File: config.mk
export PLATFORM = sky130hd
export DESIGN_NAME = radar_pulse_ctrl_top
export DESIGN_NICKNAME = d
export VERILOG_FILES = /design/src/rtl/radar_chirp_pkg.sv /design/src/rtl/radar_seq_pkg.sv /design/src/rtl/chirp_strobe_gen.sv /design/src/rtl/param_sync.sv /design/src/rtl/pulse_sequencer.sv /design/src/rtl/radar_pulse_ctrl_top.sv
export VERILOG_INCLUDE_DIRS = /design/src /design/src/include
export SDC_FILE = /design/constraint.sdc
export NUM_CORES = 1
export LEC_CHECK = 0
export BUFFER_PORTS_ARGS = -buffer_cell sky130_fd_sc_hd__buf_2
export CORE_ASPECT_RATIO = 1.75
export CORE_MARGIN = 5
export CORE_UTILIZATION = 50
export DETAILED_ROUTE_END_ITERATION = 16
export PLACE_DENSITY = 0.82
export SLEW_MARGIN = 20
export SYNTH_ARGS = -nofsm -noshare
export SYNTH_HDL_FRONTEND = slang
export SYNTH_SLANG_ARGS = --single-unit
File: constraint.sdc
create_clock -name aclk -period 2.8 [get_ports aclk]
set_clock_uncertainty 0.15 [all_clocks]
set_input_delay 0.14 -clock aclk [delete_from_list [all_inputs] [get_ports aclk]]
set_output_delay 0.14 -clock aclk [all_outputs]
set_load 0.02 [all_outputs]
File: src/include/radar_config.svh
`ifndef RADAR_CONFIG_SVH
`define RADAR_CONFIG_SVH

//////////////////////////////
// field widths
//////////////////////////////

// every control word from the register map
`define RADAR_WORD_W 32

// pulse interval count, integer word over fraction word
`define RADAR_PRF_W 64

// width of the short fixed-phase counters
`define RADAR_PHASE_CNT_W 4

//////////////////////////////
// reset values
//////////////////////////////

// timing words
`define RADAR_PRF_INT_INIT 32'h0000_0000
`define RADAR_PRF_FRAC_INIT 32'h927c_0000
`define RADAR_ADC_TIME_INIT 32'h0000_00c8

// chirp generator parameter fields
`define RADAR_CH_CTRL_INIT 32'h0000_0020
`define RADAR_CH_OFFSET_INIT 32'h0000_0600
`define RADAR_CH_COEF_INIT 32'h0000_0001
`define RADAR_CH_CMAX_INIT 32'h0000_0fff

//////////////////////////////
// fixed phase lengths
//////////////////////////////

// cycles spent in process and overhead
`define RADAR_PROCESS_CYCLES 2
`define RADAR_OVERHEAD_CYCLES 2

// depth of the resync chain, fixed by param_sync
`define RADAR_SYNC_STAGES 3

`endif

File: src/rtl/radar_chirp_pkg.sv
`include "radar_config.svh"

package radar_chirp_pkg;

  //////////////////////////////
  // chirp waveform parameters
  //////////////////////////////

  // forwarded to the chirp generator unchanged
  // field order high to low as the register map packs it
  typedef struct packed {
    // generator mode bits
    logic [`RADAR_WORD_W-1:0] ctrl_word;
    // start frequency offset
    logic [`RADAR_WORD_W-1:0] freq_offset;
    // phase increment slope
    logic [`RADAR_WORD_W-1:0] tuning_coef;
    // ramp length in generator ticks
    logic [`RADAR_WORD_W-1:0] counter_max;
  } chirp_params_t;

endpackage

File: src/rtl/radar_seq_pkg.sv
`include "radar_config.svh"

package radar_seq_pkg;

  //////////////////////////////
  // sequencer states
  //////////////////////////////

  // codes 101 and 110 left unused
  typedef enum logic [2:0] {
    seq_idle     = 3'b000,
    seq_active   = 3'b001,
    // chirp out, adc samples start
    seq_chirp    = 3'b010,
    // keep collecting adc samples
    seq_collect  = 3'b011,
    seq_process  = 3'b100,
    // clean up before next pulse
    seq_overhead = 3'b111
  } seq_state_t;

  //////////////////////////////
  // pulse timing control
  //////////////////////////////

  // interval count is {prf_int, prf_frac}
  typedef struct packed {
    logic [`RADAR_WORD_W-1:0] prf_int;
    logic [`RADAR_WORD_W-1:0] prf_frac;
    // adc collect length in cycles
    logic [`RADAR_WORD_W-1:0] adc_time;
  } prf_timing_t;

endpackage

File: src/rtl/chirp_strobe_gen.sv
`timescale 1ns/1ps

// chirp and adc controls, one cycle behind the sequencer state
module chirp_strobe_gen (
  input  logic                      aclk,
  input  logic                      aresetn,
  input  radar_seq_pkg::seq_state_t state,
  input  logic                      chirp_active,
  output logic                      chirp_init,
  output logic                      chirp_enable,
  output logic                      adc_enable
);

  // decoded state
  logic in_chirp;
  logic in_collect;

  assign in_chirp   = (state == radar_seq_pkg::seq_chirp);
  assign in_collect = (state == radar_seq_pkg::seq_collect);

  //////////////////////////////
  // chirp controls
  //////////////////////////////

  always_ff @(posedge aclk) begin
    if (!aresetn) begin
      chirp_enable <= 1'b0;
      chirp_init   <= 1'b0;
    end else begin
      // level for the whole chirp state
      chirp_enable <= in_chirp;
      // first chirp cycle only
      // enable already high blocks a second pulse
      // active high means the generator is still busy
      chirp_init <= in_chirp && !chirp_active && !chirp_enable;
    end
  end

  //////////////////////////////
  // adc control
  //////////////////////////////

  // samples kept during the chirp and the collect tail
  always_ff @(posedge aclk) begin
    if (!aresetn) begin
      adc_enable <= 1'b0;
    end else begin
      adc_enable <= in_chirp || in_collect;
    end
  end

endmodule

File: src/rtl/param_sync.sv
`timescale 1ns/1ps

// resync for a group of control words from the register map
// two capture flops, then a hold stage that only moves on change
module param_sync #(
  parameter int width = 32,
  parameter logic [width-1:0] reset_value = '0
) (
  input  logic             aclk,
  input  logic             aresetn,
  input  logic [width-1:0] din,
  output logic [width-1:0] dout
);

  // capture stages
  logic [width-1:0] stage_1;
  logic [width-1:0] stage_2;
  // held output stage
  logic [width-1:0] stage_3;

  //////////////////////////////
  // register chain
  //////////////////////////////

  always_ff @(posedge aclk) begin
    if (!aresetn) begin
      // whole chain starts at the config defaults
      stage_1 <= reset_value;
      stage_2 <= reset_value;
      stage_3 <= reset_value;
    end else begin
      stage_1 <= din;
      stage_2 <= stage_1;
      // load only on a new value
      if (stage_3 != stage_2) begin
        stage_3 <= stage_2;
      end
    end
  end

  assign dout = stage_3;

endmodule

File: src/rtl/pulse_sequencer.sv
`timescale 1ns/1ps

`include "radar_config.svh"

// pulse state machine
// idle -> active -> chirp -> collect -> process -> overhead -> idle
module pulse_sequencer (
  input  logic                       aclk,
  input  logic                       aresetn,
  input  radar_seq_pkg::prf_timing_t timing,
  input  logic                       chirp_ready,
  input  logic                       chirp_done,
  output radar_seq_pkg::seq_state_t  state
);

  // fixed phase lengths
  localparam logic [`RADAR_PHASE_CNT_W-1:0] process_len = `RADAR_PROCESS_CYCLES;
  localparam logic [`RADAR_PHASE_CNT_W-1:0] overhead_len = `RADAR_OVERHEAD_CYCLES;

  radar_seq_pkg::seq_state_t next_state;

  // full interval, integer word on top
  logic [`RADAR_PRF_W-1:0] interval_len;

  // down-counters
  logic [`RADAR_PRF_W-1:0]       interval_cnt;
  logic [`RADAR_WORD_W-1:0]      collect_cnt;
  logic [`RADAR_PHASE_CNT_W-1:0] process_cnt;
  logic [`RADAR_PHASE_CNT_W-1:0] overhead_cnt;

  assign interval_len = {timing.prf_int, timing.prf_frac};

  //////////////////////////////
  // phase counters
  //////////////////////////////

  // all counters reload only in idle
  // so new timing lands on the next pulse

  // interval, runs out in active
  always_ff @(posedge aclk) begin
    if (!aresetn) begin
      interval_cnt <= '0;
    end else if (state == radar_seq_pkg::seq_active && interval_cnt != '0) begin
      interval_cnt <= interval_cnt - 1'b1;
    end else if (state == radar_seq_pkg::seq_idle) begin
      interval_cnt <= interval_len;
    end
  end

  // adc collect length
  always_ff @(posedge aclk) begin
    if (!aresetn) begin
      collect_cnt <= '0;
    end else if (state == radar_seq_pkg::seq_collect && collect_cnt != '0) begin
      collect_cnt <= collect_cnt - 1'b1;
    end else if (state == radar_seq_pkg::seq_idle) begin
      collect_cnt <= timing.adc_time;
    end
  end

  // process phase
  always_ff @(posedge aclk) begin
    if (!aresetn) begin
      process_cnt <= '0;
    end else if (state == radar_seq_pkg::seq_process && process_cnt != '0) begin
      process_cnt <= process_cnt - 1'b1;
    end else if (state == radar_seq_pkg::seq_idle) begin
      process_cnt <= process_len;
    end
  end

  // overhead phase
  always_ff @(posedge aclk) begin
    if (!aresetn) begin
      overhead_cnt <= '0;
    end else if (state == radar_seq_pkg::seq_overhead && overhead_cnt != '0) begin
      overhead_cnt <= overhead_cnt - 1'b1;
    end else if (state == radar_seq_pkg::seq_idle) begin
      overhead_cnt <= overhead_len;
    end
  end

  //////////////////////////////
  // next state
  //////////////////////////////

  always_comb begin
    next_state = state;
    case (state)
      radar_seq_pkg::seq_idle: begin
        // wait for the generator
        if (chirp_ready) begin
          next_state = radar_seq_pkg::seq_active;
        end
      end
      radar_seq_pkg::seq_active: begin
        // interval spent and generator still ready
        // N+1 cycles here at the least
        if (chirp_ready && interval_cnt == '0) begin
          next_state = radar_seq_pkg::seq_chirp;
        end
      end
      radar_seq_pkg::seq_chirp: begin
        // held until the generator reports the end
        if (chirp_done) begin
          next_state = radar_seq_pkg::seq_collect;
        end
      end
      radar_seq_pkg::seq_collect: begin
        // last collect cycle, adc_time of at least 1 assumed
        if (collect_cnt == 1) begin
          next_state = radar_seq_pkg::seq_process;
        end
      end
      radar_seq_pkg::seq_process: begin
        // transmit path skipped, straight to overhead
        if (process_cnt == 1) begin
          next_state = radar_seq_pkg::seq_overhead;
        end
      end
      radar_seq_pkg::seq_overhead: begin
        if (overhead_cnt == 1) begin
          next_state = radar_seq_pkg::seq_idle;
        end
      end
      default: begin
        // unused codes recover to idle
        next_state = radar_seq_pkg::seq_idle;
      end
    endcase
  end

  //////////////////////////////
  // state register
  //////////////////////////////

  always_ff @(posedge aclk) begin
    if (!aresetn) begin
      state <= radar_seq_pkg::seq_idle;
    end else begin
      state <= next_state;
    end
  end

endmodule

File: src/rtl/radar_pulse_ctrl_top.sv
`timescale 1ns/1ps

`include "radar_config.svh"

// radar pulse controller
// resyncs the register map words and sequences each pulse
module radar_pulse_ctrl_top (
  input  logic                          aclk,
  input  logic                          aresetn,
  input  radar_seq_pkg::prf_timing_t    timing_in,
  input  radar_chirp_pkg::chirp_params_t chirp_params_in,
  output radar_chirp_pkg::chirp_params_t chirp_params_out,
  // high while the generator can take a chirp
  input  logic                          chirp_ready,
  // high while chirping
  input  logic                          chirp_active,
  // one pulse at chirp end
  input  logic                          chirp_done,
  output logic                          chirp_init,
  output logic                          chirp_enable,
  output logic                          adc_enable
);

  // timing after the resync chain
  radar_seq_pkg::prf_timing_t timing_sync;

  radar_seq_pkg::seq_state_t state;

  //////////////////////////////
  // input resync
  //////////////////////////////

  // timing words
  param_sync #(
    .width       ($bits(radar_seq_pkg::prf_timing_t)),
    .reset_value ({`RADAR_PRF_INT_INIT, `RADAR_PRF_FRAC_INIT, `RADAR_ADC_TIME_INIT})
  ) u_timing_sync (
    .aclk    (aclk),
    .aresetn (aresetn),
    .din     (timing_in),
    .dout    (timing_sync)
  );

  // chirp parameters go straight out
  param_sync #(
    .width       ($bits(radar_chirp_pkg::chirp_params_t)),
    .reset_value ({`RADAR_CH_CTRL_INIT, `RADAR_CH_OFFSET_INIT,
                   `RADAR_CH_COEF_INIT, `RADAR_CH_CMAX_INIT})
  ) u_chirp_sync (
    .aclk    (aclk),
    .aresetn (aresetn),
    .din     (chirp_params_in),
    .dout    (chirp_params_out)
  );

  //////////////////////////////
  // sequencing
  //////////////////////////////

  pulse_sequencer u_sequencer (
    .aclk        (aclk),
    .aresetn     (aresetn),
    .timing      (timing_sync),
    .chirp_ready (chirp_ready),
    .chirp_done  (chirp_done),
    .state       (state)
  );

  // registered strobes from state
  chirp_strobe_gen u_strobes (
    .aclk         (aclk),
    .aresetn      (aresetn),
    .state        (state),
    .chirp_active (chirp_active),
    .chirp_init   (chirp_init),
    .chirp_enable (chirp_enable),
    .adc_enable   (adc_enable)
  );

endmodule

==> metrics <==
Comb pwr share 0.097; Initial Utilization 0.504; CTS Buf Count 67; XOR/XNOR Fraction of Synth Area 0.00322; Final Critical Period 2.73 ns; core footprint 48,600 µm²; largest net degree at the start of global routing 233; synthesized cell area 24,500 µm²; vias per cell 5.05; final instance area 32,400 µm²; status completed; Compound-Gate Fraction of Synth Area 0.0754; Die X 177 µm; die area 53,600 µm²; share of layout cells above drive strength 1 0.200; sequential fraction of design power 0.493; Layout Utilization 0.667; PwrDens 739 nW/µm²; adder-cell area share of the yosys netlist 0.00460; final routed DRC violation total 0; RD Place Congestion 0.919; f_max 366 MHz; synth unique cells 66; DR iter-0 viols 1,227; drt pass-1 iters 6; Clock Path Buffers 3; switching pwr 5860 µW; storage element area 15,700 µm²; vias in the first global route 19,500; Hold Crit Class in2reg; FP Rows 107; Int Pwr 18,100 µW; pre-CTS setup slack 0.0107 ns; initial antenna violation count 7; Die Y 303 µm; met3 Use GR 0.0566; Root Buffer clkbuf_16; worst path required time 3.16 ns; area of the multi-input gates 8330 µm²; GR peak layer met2; GR met1 Demand/Resource 0.252; Worst Setup End Kind flop; Ports 360; CP Max Fanout 5; number of port buffers 359; drt total wl 64,900 µm; H-tree depth 3; worst slew pin tran 1.04 ns; WS Path Type reg2reg; setup ws final 0.0707 ns; Peak VDD IR 0.000684 V; CP Data Arrival Time 3.09 ns; DP Area 27,300 µm²; GRT Residual Overflow 0; Routed Antenna Nets 0; Area Overhead vs Synth 32.4%; Sinks on Clock Net 782; startpoint type of the worst setup path flop; Final Hold Vio Count 0; mean post-synth cell area 10.8 µm²; Pleak 0.0137 µW; Synth Register Bits 782; final slew viol count 0; Clk Latency, worst-skew pair 0.62 ns; # fillers 3,361; asr flop ratio synth 0; Final nets 3,138; multiplexer share of the synthesized area 0.00256; combinational family with the most area after synthesis simple AND/OR/NAND/NOR gates; DR vias 18,300; sw frac 0.245; Clock transition at path regs 0.07 ns; Slew HR 0.306; clock network fraction of total power 0.410; number of synthesized flops with an enable pin 0; HPWL after DPL 37,200 µm; All-Layer GR Usage 0.236; dominant synthesized flop cell dfxtp_1; CTS tree built; Ys Warns 0; first-pass GRT wire length 102,000 µm; power consumption 23,900 µW; Post-Syn Instances 2,258; met2 Usage GRT 0.432; number of max-cap violations 0; Seq/Total Area, Yosys 0.640; Setup Viol. Count Final 0; final worst path period share 0.975; wire length per cell 17.9 µm; Synth Area in Simple Gates 0.252; syn nets 2,496
[cells by family (layout without fill, tap and decap cells)]
kind of cell / count (synthesis) / after routing
AO/OA/AOI/OAI: 262 / 262
XOR/XNOR: 9 / 9
adder cells (fa/ha/maj): 9 / 9
buffers and inverters: 146 / 842
flip-flops: 782 / 782
multiplexers: 6 / 6
other: 0 / 10
AND/OR/NAND/NOR: 1044 / 1044
[area by class of cell]
cell class                 instances  area share
multi-input combinational       1330       0.257
clock inverter                    41      0.0168
inverter                          18     0.00209
antenna                           10    0.000772
tap                              654      0.0253
sequential                       782       0.483
clock buffer                      82      0.0569
timing repair buffer             701       0.158
[state kept, by name (all words and copies together) (netlist names)]
signal	cells
u_chirp_sync.dout	128
u_chirp_sync.stage_1	128
u_chirp_sync.stage_2	128
u_timing_sync.dout	96
u_timing_sync.stage_1	96
u_timing_sync.stage_2	96
u_sequencer.interval_cnt	64
u_sequencer.collect_cnt	32
u_sequencer.overhead_cnt	4
u_sequencer.process_cnt	4
u_sequencer.state	3
u_strobes.adc_enable	1
u_strobes.chirp_enable	1
u_strobes.chirp_init	1
[final timing paths]
check / from / endpoint / slack, ns / cells past startpoint
hold / removal: chirp_params_in[14] / u_chirp_sync.stage_1[14]$_SDFF_PN0_ / 0.14 / 3
setup reg to reg: u_sequencer.interval_cnt[26]$_SDFFE_PN0P_ / u_sequencer.interval_cnt[49]$_SDFFE_PN0P_ / 0.07 / 7
hold reg to reg: u_timing_sync.stage_2[56]$_SDFF_PN0_ / u_timing_sync.dout[56]$_SDFFE_PN0P_ / 0.25 / 1
setup / recovery: u_sequencer.interval_cnt[26]$_SDFFE_PN0P_ / u_sequencer.interval_cnt[49]$_SDFFE_PN0P_ / 0.07 / 7
[cell usage in the layout (no fill, tap or decap), types with 9 or more instances in the layout]
cell and n:
or3_1 23, dfxtp_1 782, clkbuf_8 11, diode_2 10, or4_1 20, dlygate4sd3_1 264, clkinv_2 14, nor3_1 47
and2_1 603, nand2_1 96, o21ai_0 29, a31oi_1 33, nand2b_1 86, buf_2 358, buf_4 70, ha_1 9
a211oi_1 10, nor4_1 21, o311ai_0 20, clkbuf_16 67, or2_2 9, nand3_1 31, nor2_1 51, nand4_1 14
a21oi_1 49, o21a_1 10, inv_1 17, a32oi_1 10, o211ai_1 21
[routing by layer]
metal,share of wire,vias to the layer above
li1,-,8800
met1,0.36,8570
met2,0.52,709
met3,0.065,202
met4,0.050,0
met5,0,-
[Yosys cell counts (5+ instances only)]
| library cell | number | share of area |
|---|---|---|
| dfxtp_1 | 782 | 0.64 |
| a22oi_1 | 7 | 0.0021 |
| and3_1 | 8 | 0.0020 |
| o22ai_1 | 6 | 0.0015 |
| nor2_1 | 52 | 0.0080 |
| nor4_1 | 23 | 0.0059 |
| or4_1 | 23 | 0.0071 |
| a32oi_1 | 10 | 0.0036 |
| xor2_1 | 6 | 0.0021 |
| nand4_1 | 14 | 0.0036 |
| o221ai_1 | 6 | 0.0021 |
| or3_1 | 26 | 0.0066 |
| nand2b_1 | 86 | 0.022 |
| a21oi_1 | 51 | 0.010 |
| o31ai_1 | 6 | 0.0018 |
| nor3b_1 | 5 | 0.0015 |
| or2_2 | 9 | 0.0023 |
| ha_1 | 9 | 0.0046 |
| buf_2 | 5 | 0.0010 |
| and2_1 | 603 | 0.15 |
| o311ai_0 | 20 | 0.0072 |
| o21a_1 | 10 | 0.0031 |
| clkbuf_1 | 121 | 0.019 |
| nand3_1 | 31 | 0.0063 |
| a31oi_1 | 33 | 0.0084 |
| nor3_1 | 47 | 0.0096 |
| inv_1 | 18 | 0.0028 |
| a211oi_1 | 10 | 0.0031 |
| nand2_1 | 96 | 0.015 |
| a221o_1 | 6 | 0.0025 |
| o211ai_1 | 21 | 0.0064 |
| o21ai_0 | 29 | 0.0059 |
| o311a_1 | 6 | 0.0025 |
| a2bb2oi_1 | 8 | 0.0029 |
[critical path, cell delays in order (launching register included)]
cell	delay, ns
dfxtp_1	0.35
or4_4	0.54
or3_4	0.39
or3_4	0.40
buf_4	0.17
o31ai_1	0.26
a21oi_2	0.09
a221o_1	0.26
[repair_timing]
item,4_1_cts,5_1_grt
endpoints found under the setup margin,2,29
endpoints found under the hold margin,307,0
cloned,0,0
setup buffers,0,1
hold buffers,264,0
gates resized for setup,1,12
pin swaps,0,2
[power groups by stage]
stage / clock (µW) / combinational (µW) / sequential, µW
after detailed placement: 0 / 1910 / 12000
after global placement: 0 / 1860 / 12000
after global routing: 10500 / 2510 / 11800
after CTS: 9930 / 2230 / 11800
after floorplan: 0 / 1100 / 12000
final: 9820 / 2310 / 11800
[per-stage QoR]
stage	TNS, ns	hold slack (ns)	instances
after CTS	0	0.0625	3607
after global placement	0	0.161	3220
after global routing	-0.0452	0.124	3615
after detailed placement	0	0.164	3220
after floorplan	0	0.0670	2258
final	0	0.143	3618
Note: power is estimated with default switching activity, not from simulation.
